==> config.mk <==
export PLATFORM = sky130hd
export DESIGN_NAME = exec_core
export DESIGN_NICKNAME = d
export VERILOG_FILES = /design/src/exec_pkg.sv /design/src/exec_core.sv /design/src/exec_stage.sv /design/src/exec_branch.sv /design/src/exec_int.sv /design/src/decode_stage.sv /design/src/reg_file.sv
export SDC_FILE = /design/constraint.sdc
export NUM_CORES = 2
export LEC_CHECK = 0
export BUFFER_PORTS_ARGS = -buffer_cell sky130_fd_sc_hd__buf_2
export CAP_MARGIN = 25
export CORE_MARGIN = 1
export CORE_UTILIZATION = 60
export CTS_BUF_LIST = sky130_fd_sc_hd__clkbuf_2
export CTS_CLUSTER_SIZE = 12
export DETAILED_ROUTE_END_ITERATION = 7
export PLACE_DENSITY = 0.73
export SYNTH_ARGS = -nofsm -noshare
export SYNTH_HDL_FRONTEND = slang
export SYNTH_SLANG_ARGS = --single-unit
==> constraint.sdc <==
create_clock -name clk -period 23.3 [get_ports clk]
set_clock_uncertainty 0.2 [all_clocks]
set_input_delay 0 -clock clk [delete_from_list [all_inputs] [get_ports clk]]
set_output_delay 0 -clock clk [all_outputs]
set_load 0.03 [all_outputs]
==> src/exec_pkg.sv <==
`default_nettype none

package exec_pkg;

    localparam int XLEN   = 32;
    localparam int ILEN   = 32;
    localparam int RSEL_W = 5;

    // Major opcodes, instr[6:2]
    localparam logic [4:0] OPC_OP     = 5'b01100;
    localparam logic [4:0] OPC_OP_IMM = 5'b00100;
    localparam logic [4:0] OPC_LUI    = 5'b01101;
    localparam logic [4:0] OPC_AUIPC  = 5'b00101;
    localparam logic [4:0] OPC_JAL    = 5'b11011;
    localparam logic [4:0] OPC_JALR   = 5'b11001;
    localparam logic [4:0] OPC_BRANCH = 5'b11000;

    // ALU operations by funct3
    localparam logic [2:0] F3_ADD  = 3'b000;
    localparam logic [2:0] F3_SLL  = 3'b001;
    localparam logic [2:0] F3_SLT  = 3'b010;
    localparam logic [2:0] F3_SLTU = 3'b011;
    localparam logic [2:0] F3_XOR  = 3'b100;
    localparam logic [2:0] F3_SR   = 3'b101;
    localparam logic [2:0] F3_OR   = 3'b110;
    localparam logic [2:0] F3_AND  = 3'b111;

    // Branch conditions by funct3
    localparam logic [2:0] F3_BEQ  = 3'b000;
    localparam logic [2:0] F3_BNE  = 3'b001;
    localparam logic [2:0] F3_BLT  = 3'b100;
    localparam logic [2:0] F3_BGE  = 3'b101;
    localparam logic [2:0] F3_BLTU = 3'b110;
    localparam logic [2:0] F3_BGEU = 3'b111;

    localparam logic [3:0] CAUSE_MISALIGNED = 4'd0;
    localparam logic [3:0] CAUSE_ILLEGAL    = 4'd2;

    typedef enum logic [1:0] {
        UNIT_NONE,
        UNIT_INT,
        UNIT_BRANCH
    } unit_e;

endpackage

`default_nettype wire
==> src/exec_core.sv <==
`default_nettype none

module exec_core (
    input  logic                        clk,
    input  logic                        rst,
    input  logic                        instr_valid,
    input  logic [exec_pkg::ILEN-1:0]   instr,
    input  logic [exec_pkg::XLEN-1:0]   instr_addr,
    output logic                        retire_valid,
    output logic [exec_pkg::RSEL_W-1:0] retire_rd,
    output logic [exec_pkg::XLEN-1:0]   retire_data,
    output logic [exec_pkg::XLEN-1:0]   retire_addr,
    output logic                        trap_valid,
    output logic [3:0]                  trap_cause,
    output logic                        redirect_valid,
    output logic [exec_pkg::XLEN-1:0]   redirect_pc
);
    import exec_pkg::*;

    logic [RSEL_W-1:0] rs1_sel, rs2_sel;
    logic [XLEN-1:0]   rs1_data, rs2_data;
    logic              flush;
    logic              dec_valid, dec_illegal, dec_funct7_bit;
    unit_e             dec_unit;
    logic [2:0]        dec_funct3;
    logic [RSEL_W-1:0] dec_rd, dec_rs1, dec_rs2;
    logic [XLEN-1:0]   dec_rs1_data, dec_rs2_data, dec_imm, dec_pc;
    logic              dec_use_imm, dec_is_upper, dec_upper_pc;

    decode_stage i_decode (
        .clk, .rst, .instr_valid, .instr, .instr_addr, .flush,
        .rs1_sel, .rs2_sel, .rs1_data, .rs2_data,
        .dec_valid, .dec_unit, .dec_illegal, .dec_funct3, .dec_funct7_bit,
        .dec_rd, .dec_rs1, .dec_rs2, .dec_rs1_data, .dec_rs2_data,
        .dec_imm, .dec_use_imm, .dec_pc, .dec_is_upper, .dec_upper_pc
    );

    reg_file i_regs (
        .clk, .rst, .rs1_sel, .rs2_sel, .rs1_data, .rs2_data,
        .we     (retire_valid), // Retire port is the only writer
        .wd_sel (retire_rd),
        .wd     (retire_data)
    );

    exec_stage i_exec (
        .clk, .rst,
        .dec_valid, .dec_unit, .dec_illegal, .dec_funct3, .dec_funct7_bit,
        .dec_rd, .dec_rs1, .dec_rs2, .dec_rs1_data, .dec_rs2_data,
        .dec_imm, .dec_use_imm, .dec_pc, .dec_is_upper, .dec_upper_pc,
        .flush, .retire_valid, .retire_rd, .retire_data, .retire_addr,
        .trap_valid, .trap_cause, .redirect_valid, .redirect_pc
    );

endmodule

`default_nettype wire

==> src/exec_stage.sv <==
`default_nettype none

module exec_stage (
    input  logic                        clk,
    input  logic                        rst,
    input  logic                        dec_valid,
    input  exec_pkg::unit_e             dec_unit,
    input  logic                        dec_illegal,
    input  logic [2:0]                  dec_funct3,
    input  logic                        dec_funct7_bit,
    input  logic [exec_pkg::RSEL_W-1:0] dec_rd,
    input  logic [exec_pkg::RSEL_W-1:0] dec_rs1,
    input  logic [exec_pkg::RSEL_W-1:0] dec_rs2,
    input  logic [exec_pkg::XLEN-1:0]   dec_rs1_data,
    input  logic [exec_pkg::XLEN-1:0]   dec_rs2_data,
    input  logic [exec_pkg::XLEN-1:0]   dec_imm,
    input  logic                        dec_use_imm,
    input  logic [exec_pkg::XLEN-1:0]   dec_pc,
    input  logic                        dec_is_upper,
    input  logic                        dec_upper_pc,
    output logic                        flush,
    output logic                        retire_valid,
    output logic [exec_pkg::RSEL_W-1:0] retire_rd,
    output logic [exec_pkg::XLEN-1:0]   retire_data,
    output logic [exec_pkg::XLEN-1:0]   retire_addr,
    output logic                        trap_valid,
    output logic [3:0]                  trap_cause,
    output logic                        redirect_valid,
    output logic [exec_pkg::XLEN-1:0]   redirect_pc
);
    import exec_pkg::*;

    logic [XLEN-1:0] op_a, op_b, int_result, br_target, br_link;
    logic            is_branch, is_jal, is_jalr;
    logic            br_taken, br_misaligned, trap_now;

    // Previous result is not yet in the register file
    assign op_a = (retire_valid && retire_rd != '0 && retire_rd == dec_rs1) ?
                  retire_data : dec_rs1_data;
    assign op_b = (retire_valid && retire_rd != '0 && retire_rd == dec_rs2) ?
                  retire_data : dec_rs2_data;

    assign is_branch = dec_unit == UNIT_BRANCH;
    assign is_jal    = is_branch && dec_use_imm && dec_upper_pc;
    assign is_jalr   = is_branch && dec_use_imm && !dec_upper_pc;

    exec_int i_int (
        .funct3     (dec_funct3),
        .funct7_bit (dec_funct7_bit),
        .use_imm    (dec_use_imm),
        .is_upper   (dec_is_upper),
        .upper_pc   (dec_upper_pc),
        .op_a       (op_a),
        .op_b       (op_b),
        .imm        (dec_imm),
        .pc         (dec_pc),
        .result     (int_result)
    );

    exec_branch i_branch (
        .funct3     (dec_funct3),
        .is_jal     (is_jal),
        .is_jalr    (is_jalr),
        .op_a       (op_a),
        .op_b       (op_b),
        .imm        (dec_imm),
        .pc         (dec_pc),
        .taken      (br_taken),
        .target     (br_target),
        .link       (br_link),
        .misaligned (br_misaligned)
    );

    assign trap_now = dec_illegal || (is_branch && br_misaligned);

    always_ff @(posedge clk) begin
        if (rst) begin
            retire_valid   <= 1'b0;
            trap_valid     <= 1'b0;
            redirect_valid <= 1'b0;
        end else begin
            retire_valid   <= dec_valid && !trap_now;
            trap_valid     <= dec_valid && trap_now;
            redirect_valid <= dec_valid && !trap_now && is_branch && br_taken;
        end
    end

    always_ff @(posedge clk) begin
        if (dec_valid) begin
            retire_rd   <= dec_rd;
            retire_data <= is_branch ? br_link : int_result;
            retire_addr <= dec_pc;
            trap_cause  <= dec_illegal ? CAUSE_ILLEGAL : CAUSE_MISALIGNED;
            redirect_pc <= br_target;
        end
    end

    assign flush = trap_valid || redirect_valid;

    a_trap_not_retire: assert property (
        @(posedge clk) disable iff (rst) !(trap_valid && retire_valid));

    a_redirect_aligned: assert property (
        @(posedge clk) disable iff (rst) redirect_valid |-> redirect_pc[1:0] == 2'b00);

    // Wrong-path item in decode must be squashed
    a_flush_kills_next: assert property (
        @(posedge clk) disable iff (rst)
        flush |=> !(retire_valid || trap_valid || redirect_valid));

endmodule

`default_nettype wire

==> src/exec_branch.sv <==
`default_nettype none

module exec_branch (
    input  logic [2:0]                funct3,
    input  logic                      is_jal,
    input  logic                      is_jalr,
    input  logic [exec_pkg::XLEN-1:0] op_a,
    input  logic [exec_pkg::XLEN-1:0] op_b,
    input  logic [exec_pkg::XLEN-1:0] imm,
    input  logic [exec_pkg::XLEN-1:0] pc,
    output logic                      taken,
    output logic [exec_pkg::XLEN-1:0] target,
    output logic [exec_pkg::XLEN-1:0] link,
    output logic                      misaligned
);
    import exec_pkg::*;

    logic            cond;
    logic [XLEN-1:0] sum;

    always_comb begin
        case (funct3)
            F3_BEQ:  cond = op_a == op_b;
            F3_BNE:  cond = op_a != op_b;
            F3_BLT:  cond = $signed(op_a) < $signed(op_b);
            F3_BGE:  cond = $signed(op_a) >= $signed(op_b);
            F3_BLTU: cond = op_a < op_b;
            F3_BGEU: cond = op_a >= op_b;
            default: cond = 1'b0;
        endcase
    end

    assign sum    = (is_jalr ? op_a : pc) + imm;
    assign target = is_jalr ? {sum[XLEN-1:1], 1'b0} : sum;

    assign taken      = is_jal || is_jalr || cond;
    assign link       = pc + 32'd4;
    assign misaligned = taken && target[1]; // No compressed support
endmodule

`default_nettype wire

==> src/exec_int.sv <==
`default_nettype none

module exec_int (
    input  logic [2:0]                funct3,
    input  logic                      funct7_bit,
    input  logic                      use_imm,
    input  logic                      is_upper,
    input  logic                      upper_pc,
    input  logic [exec_pkg::XLEN-1:0] op_a,
    input  logic [exec_pkg::XLEN-1:0] op_b,
    input  logic [exec_pkg::XLEN-1:0] imm,
    input  logic [exec_pkg::XLEN-1:0] pc,
    output logic [exec_pkg::XLEN-1:0] result
);
    import exec_pkg::*;

    logic [XLEN-1:0] b;
    logic [4:0]      shamt;
    logic [XLEN-1:0] alu;

    assign b     = use_imm ? imm : op_b;
    assign shamt = b[4:0];

    always_comb begin
        case (funct3)
            F3_ADD: begin
                if (funct7_bit && !use_imm) begin // ADDI has no subtract form
                    alu = op_a - b;
                end else begin
                    alu = op_a + b;
                end
            end
            F3_SLL:  alu = op_a << shamt;
            F3_SLT:  alu = {{(XLEN-1){1'b0}}, $signed(op_a) < $signed(b)};
            F3_SLTU: alu = {{(XLEN-1){1'b0}}, op_a < b};
            F3_XOR:  alu = op_a ^ b;
            F3_SR: begin
                if (funct7_bit) begin
                    alu = $unsigned($signed(op_a) >>> shamt);
                end else begin
                    alu = op_a >> shamt;
                end
            end
            F3_OR:   alu = op_a | b;
            F3_AND:  alu = op_a & b;
            default: alu = '0;
        endcase
    end

    always_comb begin
        if (is_upper) begin
            result = upper_pc ? pc + imm : imm; // AUIPC or LUI
        end else begin
            result = alu;
        end
    end

endmodule

`default_nettype wire

==> src/decode_stage.sv <==
`default_nettype none

module decode_stage (
    input  logic                        clk,
    input  logic                        rst,
    input  logic                        instr_valid,
    input  logic [exec_pkg::ILEN-1:0]   instr,
    input  logic [exec_pkg::XLEN-1:0]   instr_addr,
    input  logic                        flush,
    output logic [exec_pkg::RSEL_W-1:0] rs1_sel,
    output logic [exec_pkg::RSEL_W-1:0] rs2_sel,
    input  logic [exec_pkg::XLEN-1:0]   rs1_data,
    input  logic [exec_pkg::XLEN-1:0]   rs2_data,
    output logic                        dec_valid,
    output exec_pkg::unit_e             dec_unit,
    output logic                        dec_illegal,
    output logic [2:0]                  dec_funct3,
    output logic                        dec_funct7_bit,
    output logic [exec_pkg::RSEL_W-1:0] dec_rd,
    output logic [exec_pkg::RSEL_W-1:0] dec_rs1,
    output logic [exec_pkg::RSEL_W-1:0] dec_rs2,
    output logic [exec_pkg::XLEN-1:0]   dec_rs1_data,
    output logic [exec_pkg::XLEN-1:0]   dec_rs2_data,
    output logic [exec_pkg::XLEN-1:0]   dec_imm,
    output logic                        dec_use_imm,
    output logic [exec_pkg::XLEN-1:0]   dec_pc,
    output logic                        dec_is_upper,
    output logic                        dec_upper_pc
);
    import exec_pkg::*;

    logic [4:0]      opcode;
    logic [XLEN-1:0] i_imm, b_imm, u_imm, j_imm;
    unit_e           unit;
    logic            illegal, use_imm, is_upper, upper_pc, keeps_rd;
    logic [XLEN-1:0] imm;
    logic            held_valid;

    assign opcode  = instr[6:2];
    assign rs1_sel = instr[19:15];
    assign rs2_sel = instr[24:20];

    assign i_imm = {{20{instr[31]}}, instr[31:20]};
    assign b_imm = {{19{instr[31]}}, instr[31], instr[7], instr[30:25], instr[11:8], 1'b0};
    assign u_imm = {instr[31:12], 12'b0};
    assign j_imm = {{11{instr[31]}}, instr[31], instr[19:12], instr[20], instr[30:21], 1'b0};

    // For the branch unit, use_imm marks a jump and upper_pc a PC-relative target
    always_comb begin
        unit     = UNIT_NONE;
        illegal  = 1'b0;
        imm      = i_imm;
        use_imm  = 1'b0;
        is_upper = 1'b0;
        upper_pc = 1'b0;
        keeps_rd = 1'b1;
        case (opcode)
            OPC_OP:     unit = UNIT_INT;
            OPC_OP_IMM: begin
                unit    = UNIT_INT;
                use_imm = 1'b1;
            end
            OPC_LUI: begin
                unit     = UNIT_INT;
                is_upper = 1'b1;
                imm      = u_imm;
            end
            OPC_AUIPC: begin
                unit     = UNIT_INT;
                is_upper = 1'b1;
                upper_pc = 1'b1;
                imm      = u_imm;
            end
            OPC_JAL: begin
                unit     = UNIT_BRANCH;
                use_imm  = 1'b1;
                upper_pc = 1'b1;
                imm      = j_imm;
            end
            OPC_JALR: begin
                unit    = UNIT_BRANCH;
                use_imm = 1'b1;
            end
            OPC_BRANCH: begin
                unit     = UNIT_BRANCH;
                imm      = b_imm;
                keeps_rd = 1'b0; // rd field holds immediate bits
            end
            default: illegal = 1'b1;
        endcase
        if (instr[1:0] != 2'b11) begin // Compressed or reserved encoding
            unit    = UNIT_NONE;
            illegal = 1'b1;
        end
    end

    always_ff @(posedge clk) begin
        if (rst) begin
            held_valid <= 1'b0;
        end else begin
            held_valid <= instr_valid;
        end
    end

    always_ff @(posedge clk) begin
        if (instr_valid) begin
            dec_unit       <= unit;
            dec_illegal    <= illegal;
            dec_funct3     <= instr[14:12];
            dec_funct7_bit <= instr[30];
            dec_rd         <= keeps_rd ? instr[11:7] : '0;
            dec_rs1        <= rs1_sel;
            dec_rs2        <= rs2_sel;
            dec_rs1_data   <= rs1_data;
            dec_rs2_data   <= rs2_data;
            dec_imm        <= imm;
            dec_use_imm    <= use_imm;
            dec_pc         <= instr_addr;
            dec_is_upper   <= is_upper;
            dec_upper_pc   <= upper_pc;
        end
    end

    // Held item is wrong-path while execute shows a redirect or trap
    assign dec_valid = held_valid && !flush;

endmodule

`default_nettype wire

==> src/reg_file.sv <==
`default_nettype none

module reg_file (
    input  logic                        clk,
    input  logic                        rst,
    input  logic [exec_pkg::RSEL_W-1:0] rs1_sel,
    input  logic [exec_pkg::RSEL_W-1:0] rs2_sel,
    output logic [exec_pkg::XLEN-1:0]   rs1_data,
    output logic [exec_pkg::XLEN-1:0]   rs2_data,
    input  logic                        we,
    input  logic [exec_pkg::RSEL_W-1:0] wd_sel,
    input  logic [exec_pkg::XLEN-1:0]   wd
);
    import exec_pkg::*;

    logic [XLEN-1:0] regs [31:1]; // x0 has no storage

    function automatic logic [XLEN-1:0] read_port(input logic [RSEL_W-1:0] sel);
        if (sel == '0) begin
            return '0;
        end
        if (we && wd_sel == sel) begin
            return wd; // Same-cycle write wins
        end
        return regs[sel];
    endfunction

    always_ff @(posedge clk) begin
        if (rst) begin
            for (int i = 1; i < 32; i++) begin
                regs[i] <= '0;
            end
        end else if (we && wd_sel != '0) begin
            regs[wd_sel] <= wd;
        end
    end

    always_comb begin
        rs1_data = read_port(rs1_sel);
        rs2_data = read_port(rs2_sel);
    end

endmodule

`default_nettype wire

==> results.sh <==
export IMPL_finalSetupViolations=0
export IMPL_hp_start="instr[31]"
export IMPL_drt_vias_per_instance=7.141
export IMPL_timing_rr_start="i_exec.retire_rd[3]$_DFFE_PP_"
export IMPL_final_common_cell="edfxtp_1"
export IMPL_grt_pass1_wl_um=426400
export IMPL_drc=0
export IMPL_grt_max_degree=104
export IMPL_cts_tree="built"
export IMPL_dp_cells=7604
export IMPL_place_gp_congestion=1.036
export IMPL_ant_nets=0
export IMPL_post_cts_buffers=0
export IMPL_final_area_mm2=0.08759
export IMPL_final_max_slew_viol_count=0
export IMPL_routed_wl_um=306300
export IMPL_synth_seq_area_share=0.4880
export IMPL_crit_fanout=31
export IMPL_via_count=60820
export IMPL_clock_latency_ns=1.84
export IMPL_r2r_end="i_exec.redirect_valid$_SDFF_PP0_"
export IMPL_die_area_mm2=0.1329
export IMPL_worstSetupStartpointType="register"
export IMPL_htree_levels=5
export IMPL_placed_cell_area_mm2=0.08163
export IMPL_drt_iter0_drc=10170
export IMPL_rsz0062_at_grt="false"
export IMPL_synth_flop_cell="edfxtp_1"
export IMPL_chipWidth_um=364.6
export IMPL_intPower_mw=3.816
export IMPL_multi_input_area_mm2=0.03811
export IMPL_fillers=9299
export IMPL_power_share_clock=0.275
export IMPL_clockRootBuffer="clkbuf_2"
export IMPL_yosys_warnings=0
export IMPL_max_slew_margin_rel=0.1984
export IMPL_avgSynthCellArea_um2=13.07
export IMPL_leakagePower_nw=33.11
export IMPL_fp_dieH_um=364.6
export IMPL_core_mm2=0.1300
export IMPL_grt_usage=0.4607
export IMPL_worst_slew_pin_slew_ns=1.202
export IMPL_syn2layout_area_growth_pct=11.05
export IMPL_drive_gt1_frac=0.2521
export IMPL_grt_overflow_total=0
export IMPL_cts_max_path_buffers=4
export IMPL_numPortBuffers=171
export IMPL_p_sw_mw=2.023
export IMPL_fin_crit_ns=7.092
export IMPL_grt_pass1_vias=59070
export IMPL_fin_cells=8516
export IMPL_fp_row_count=132
export IMPL_seq_area_mm2=0.03849
export IMPL_p_seq_frac=0.471
export IMPL_fin_util=0.6739
export IMPL_nets=6748
export IMPL_antenna_found_initial=50
export IMPL_layout_common_cells="edfxtp_1, and2_1, mux4_2"
export IMPL_hp_class="input port to register"
export IMPL_ir_drop_mv=0.05396
export IMPL_power_density_mw_per_mm2=66.66
export IMPL_switching_share=0.3465
export IMPL_crit_arrival_ns=8.47
export IMPL_synthArstFlopShare=0
export IMPL_hold_path_cell_count=4
export IMPL_cts_sinks=1283
export IMPL_status="finished, final reports clean"
export IMPL_dr_pass1_iters=6
export IMPL_p_comb_frac=0.254
export IMPL_wl_per_cell_um=35.96
export IMPL_ios=175
export IMPL_clk_pin_slew_ns=0.12
export IMPL_synth_distinct_cells=97
export IMPL_netlist_area_mm2=0.07887
export IMPL_synth_seq_cells=1283
export IMPL_r2r_setup_slack_ns=16.21
export IMPL_numCtsBuffers=348
export IMPL_start_util=0.6068
export IMPL_setup_tns_ns=0
export IMPL_worstPathRequired_ns=24.68
export IMPL_synth_edf_count=1279
export IMPL_hold_viol=0
export IMPL_synthCells=6034
export IMPL_reg2regPathDepth=18
export IMPL_whs_ns=0.1451
export IMPL_dp_hpwl_um=185500
export IMPL_worstSetupPathType="register to register"
export IMPL_endpoint_kind="register"
export IMPL_maxCapViolCount=0
export IMPL_fmax_mhz=141.0
export IMPL_min_period_over_period=0.3044
export IMPL_hold_end="i_decode.dec_imm[31]$_DFFE_PP_"
## what timing repair did
| item | CTS | global route |
|---|---|---|
| endpoints found under the hold margin | 2197 | 0 |
| gates resized for setup | 0 | 0 |
| hold buffers | 264 | 0 |
| endpoints found under the setup margin | 0 | 0 |
## state kept, by name, indices dropped and copies added (netlist names), 2 cells and up
signal                 flops
i_exec.retire_addr        32
i_regs.regs             1024
i_decode.dec_rs1_data     32
i_decode.dec_pc           32
i_exec.retire_data        32
i_decode.dec_imm          32
i_exec.retire_rd           5
i_decode.dec_unit          2
i_decode.dec_rs1           5
i_exec.redirect_pc        32
i_decode.dec_rd            5
i_decode.dec_rs2           5
i_decode.dec_rs2_data     32
i_decode.dec_funct3        3
## Yosys cell counts (all sizes together) (25+ instances only)
cell type / instances / area share
a211oi: 104 / 0.010
a21o: 48 / 0.0046
a21oi: 254 / 0.016
a31oi: 28 / 0.0022
and2: 970 / 0.077
buf: 109 / 0.0071
clkbuf: 419 / 0.020
edfxtp: 1279 / 0.49
ha: 193 / 0.031
inv: 165 / 0.0079
mux2: 61 / 0.0089
mux2i: 230 / 0.031
mux4: 643 / 0.18
nand2: 200 / 0.0095
nand2b: 31 / 0.0025
nand3: 65 / 0.0041
nor2: 320 / 0.015
nor2b: 38 / 0.0030
nor3: 85 / 0.0056
o211ai: 42 / 0.0040
o21ai: 185 / 0.012
o22ai: 25 / 0.0020
or2: 39 / 0.0031
xnor2: 85 / 0.0095
xor2: 39 / 0.0043
## critical path: stages (launching register included)
cell and delay, ns:
edfxtp_1 0.65, or3_1 0.61, o311ai_4 0.18, nor2_4 0.13
buf_4 0.60, mux2i_4 0.45, inv_1 0.20, ha_1 0.32
and3_1 0.21, a221o_1 0.38, a221oi_1 0.53, o221ai_1 0.29
a221oi_1 0.40, o221ai_1 0.30, mux2i_1 0.25, o211ai_1 0.11
a211oi_1 0.72, o21a_1 0.21, nor4b_1 0.24
## kinds of logic (layout without fill, tap and decap cells)
family / Yosys count / after routing / synth area share
AO/OA/AOI/OAI: 924 / 924 / 0.07748
XOR/XNOR: 124 / 124 / 0.01386
adder cells (fa/ha/maj): 196 / 196 / 0.03138
buffers and inverters: 699 / 1351 / 0.03530
flip-flops: 1283 / 1283 / 0.4880
multiplexers: 934 / 934 / 0.2231
other: 1 / 89 / 0.00004754
AND/OR/NAND/NOR: 1873 / 1873 / 0.1308
## layout make-up
class                      instances  area share
antenna                           54    0.001543
sequential                      1283      0.4394
tap                             1742     0.02488
clock inverter                    95    0.005600
inverter                         171    0.007428
multi-input combinational       4086      0.4351
timing repair buffer             595     0.05808
clock buffer                     490     0.02800
## routing by layer
layer,wire (um),GRT usage,vias to the layer above,share of wire
met5,519,0.01017,-,0.0017
met4,20290,0.2823,34,0.066
met3,45410,0.1692,1256,0.15
met2,134200,0.6733,5364,0.44
met1,105800,0.5856,29950,0.35
li1,-,-,24210,-
## stage by stage
stage	worst slack (ns)	power, mW
floorplan	14.02	3.671
global placement	16.61	4.157
detailed placement	16.40	4.166
CTS	16.39	5.743
global route	16.00	5.991
finish	16.21	5.839
## worst max-delay path by stage
stage / start / endpoint / slack, ns / cells after the start
3_5_place_dp: i_exec.retire_rd[4]$_DFFE_PP_ / i_exec.redirect_valid$_SDFF_PP0_ / 16.40 / 18
3_3_place_gp: i_exec.retire_rd[2]$_DFFE_PP_ / i_exec.redirect_valid$_SDFF_PP0_ / 16.61 / 18
5_1_grt: i_exec.retire_rd[4]$_DFFE_PP_ / i_exec.redirect_valid$_SDFF_PP0_ / 16.00 / 18
4_1_cts: i_exec.retire_rd[2]$_DFFE_PP_ / i_exec.redirect_valid$_SDFF_PP0_ / 16.39 / 18
2_1_floorplan: i_exec.redirect_valid$_SDFF_PP0_ / i_exec.redirect_valid$_SDFF_PP0_ / 14.02 / 3
6_report: i_exec.retire_rd[3]$_DFFE_PP_ / i_exec.redirect_valid$_SDFF_PP0_ / 16.21 / 18
## power by group through the flow
stage | Sequential [mW] | Clock (mW) | Combinational, mW
6_report | 2.75 | 1.60 | 1.48
5_1_grt | 2.76 | 1.70 | 1.54
2_1_floorplan | 2.79 | 0 | 0.883
3_3_place_gp | 2.80 | 0 | 1.36
4_1_cts | 2.75 | 1.59 | 1.41
3_5_place_dp | 2.80 | 0 | 1.37
No activity file was read; power rests on OpenSTA's default activity.
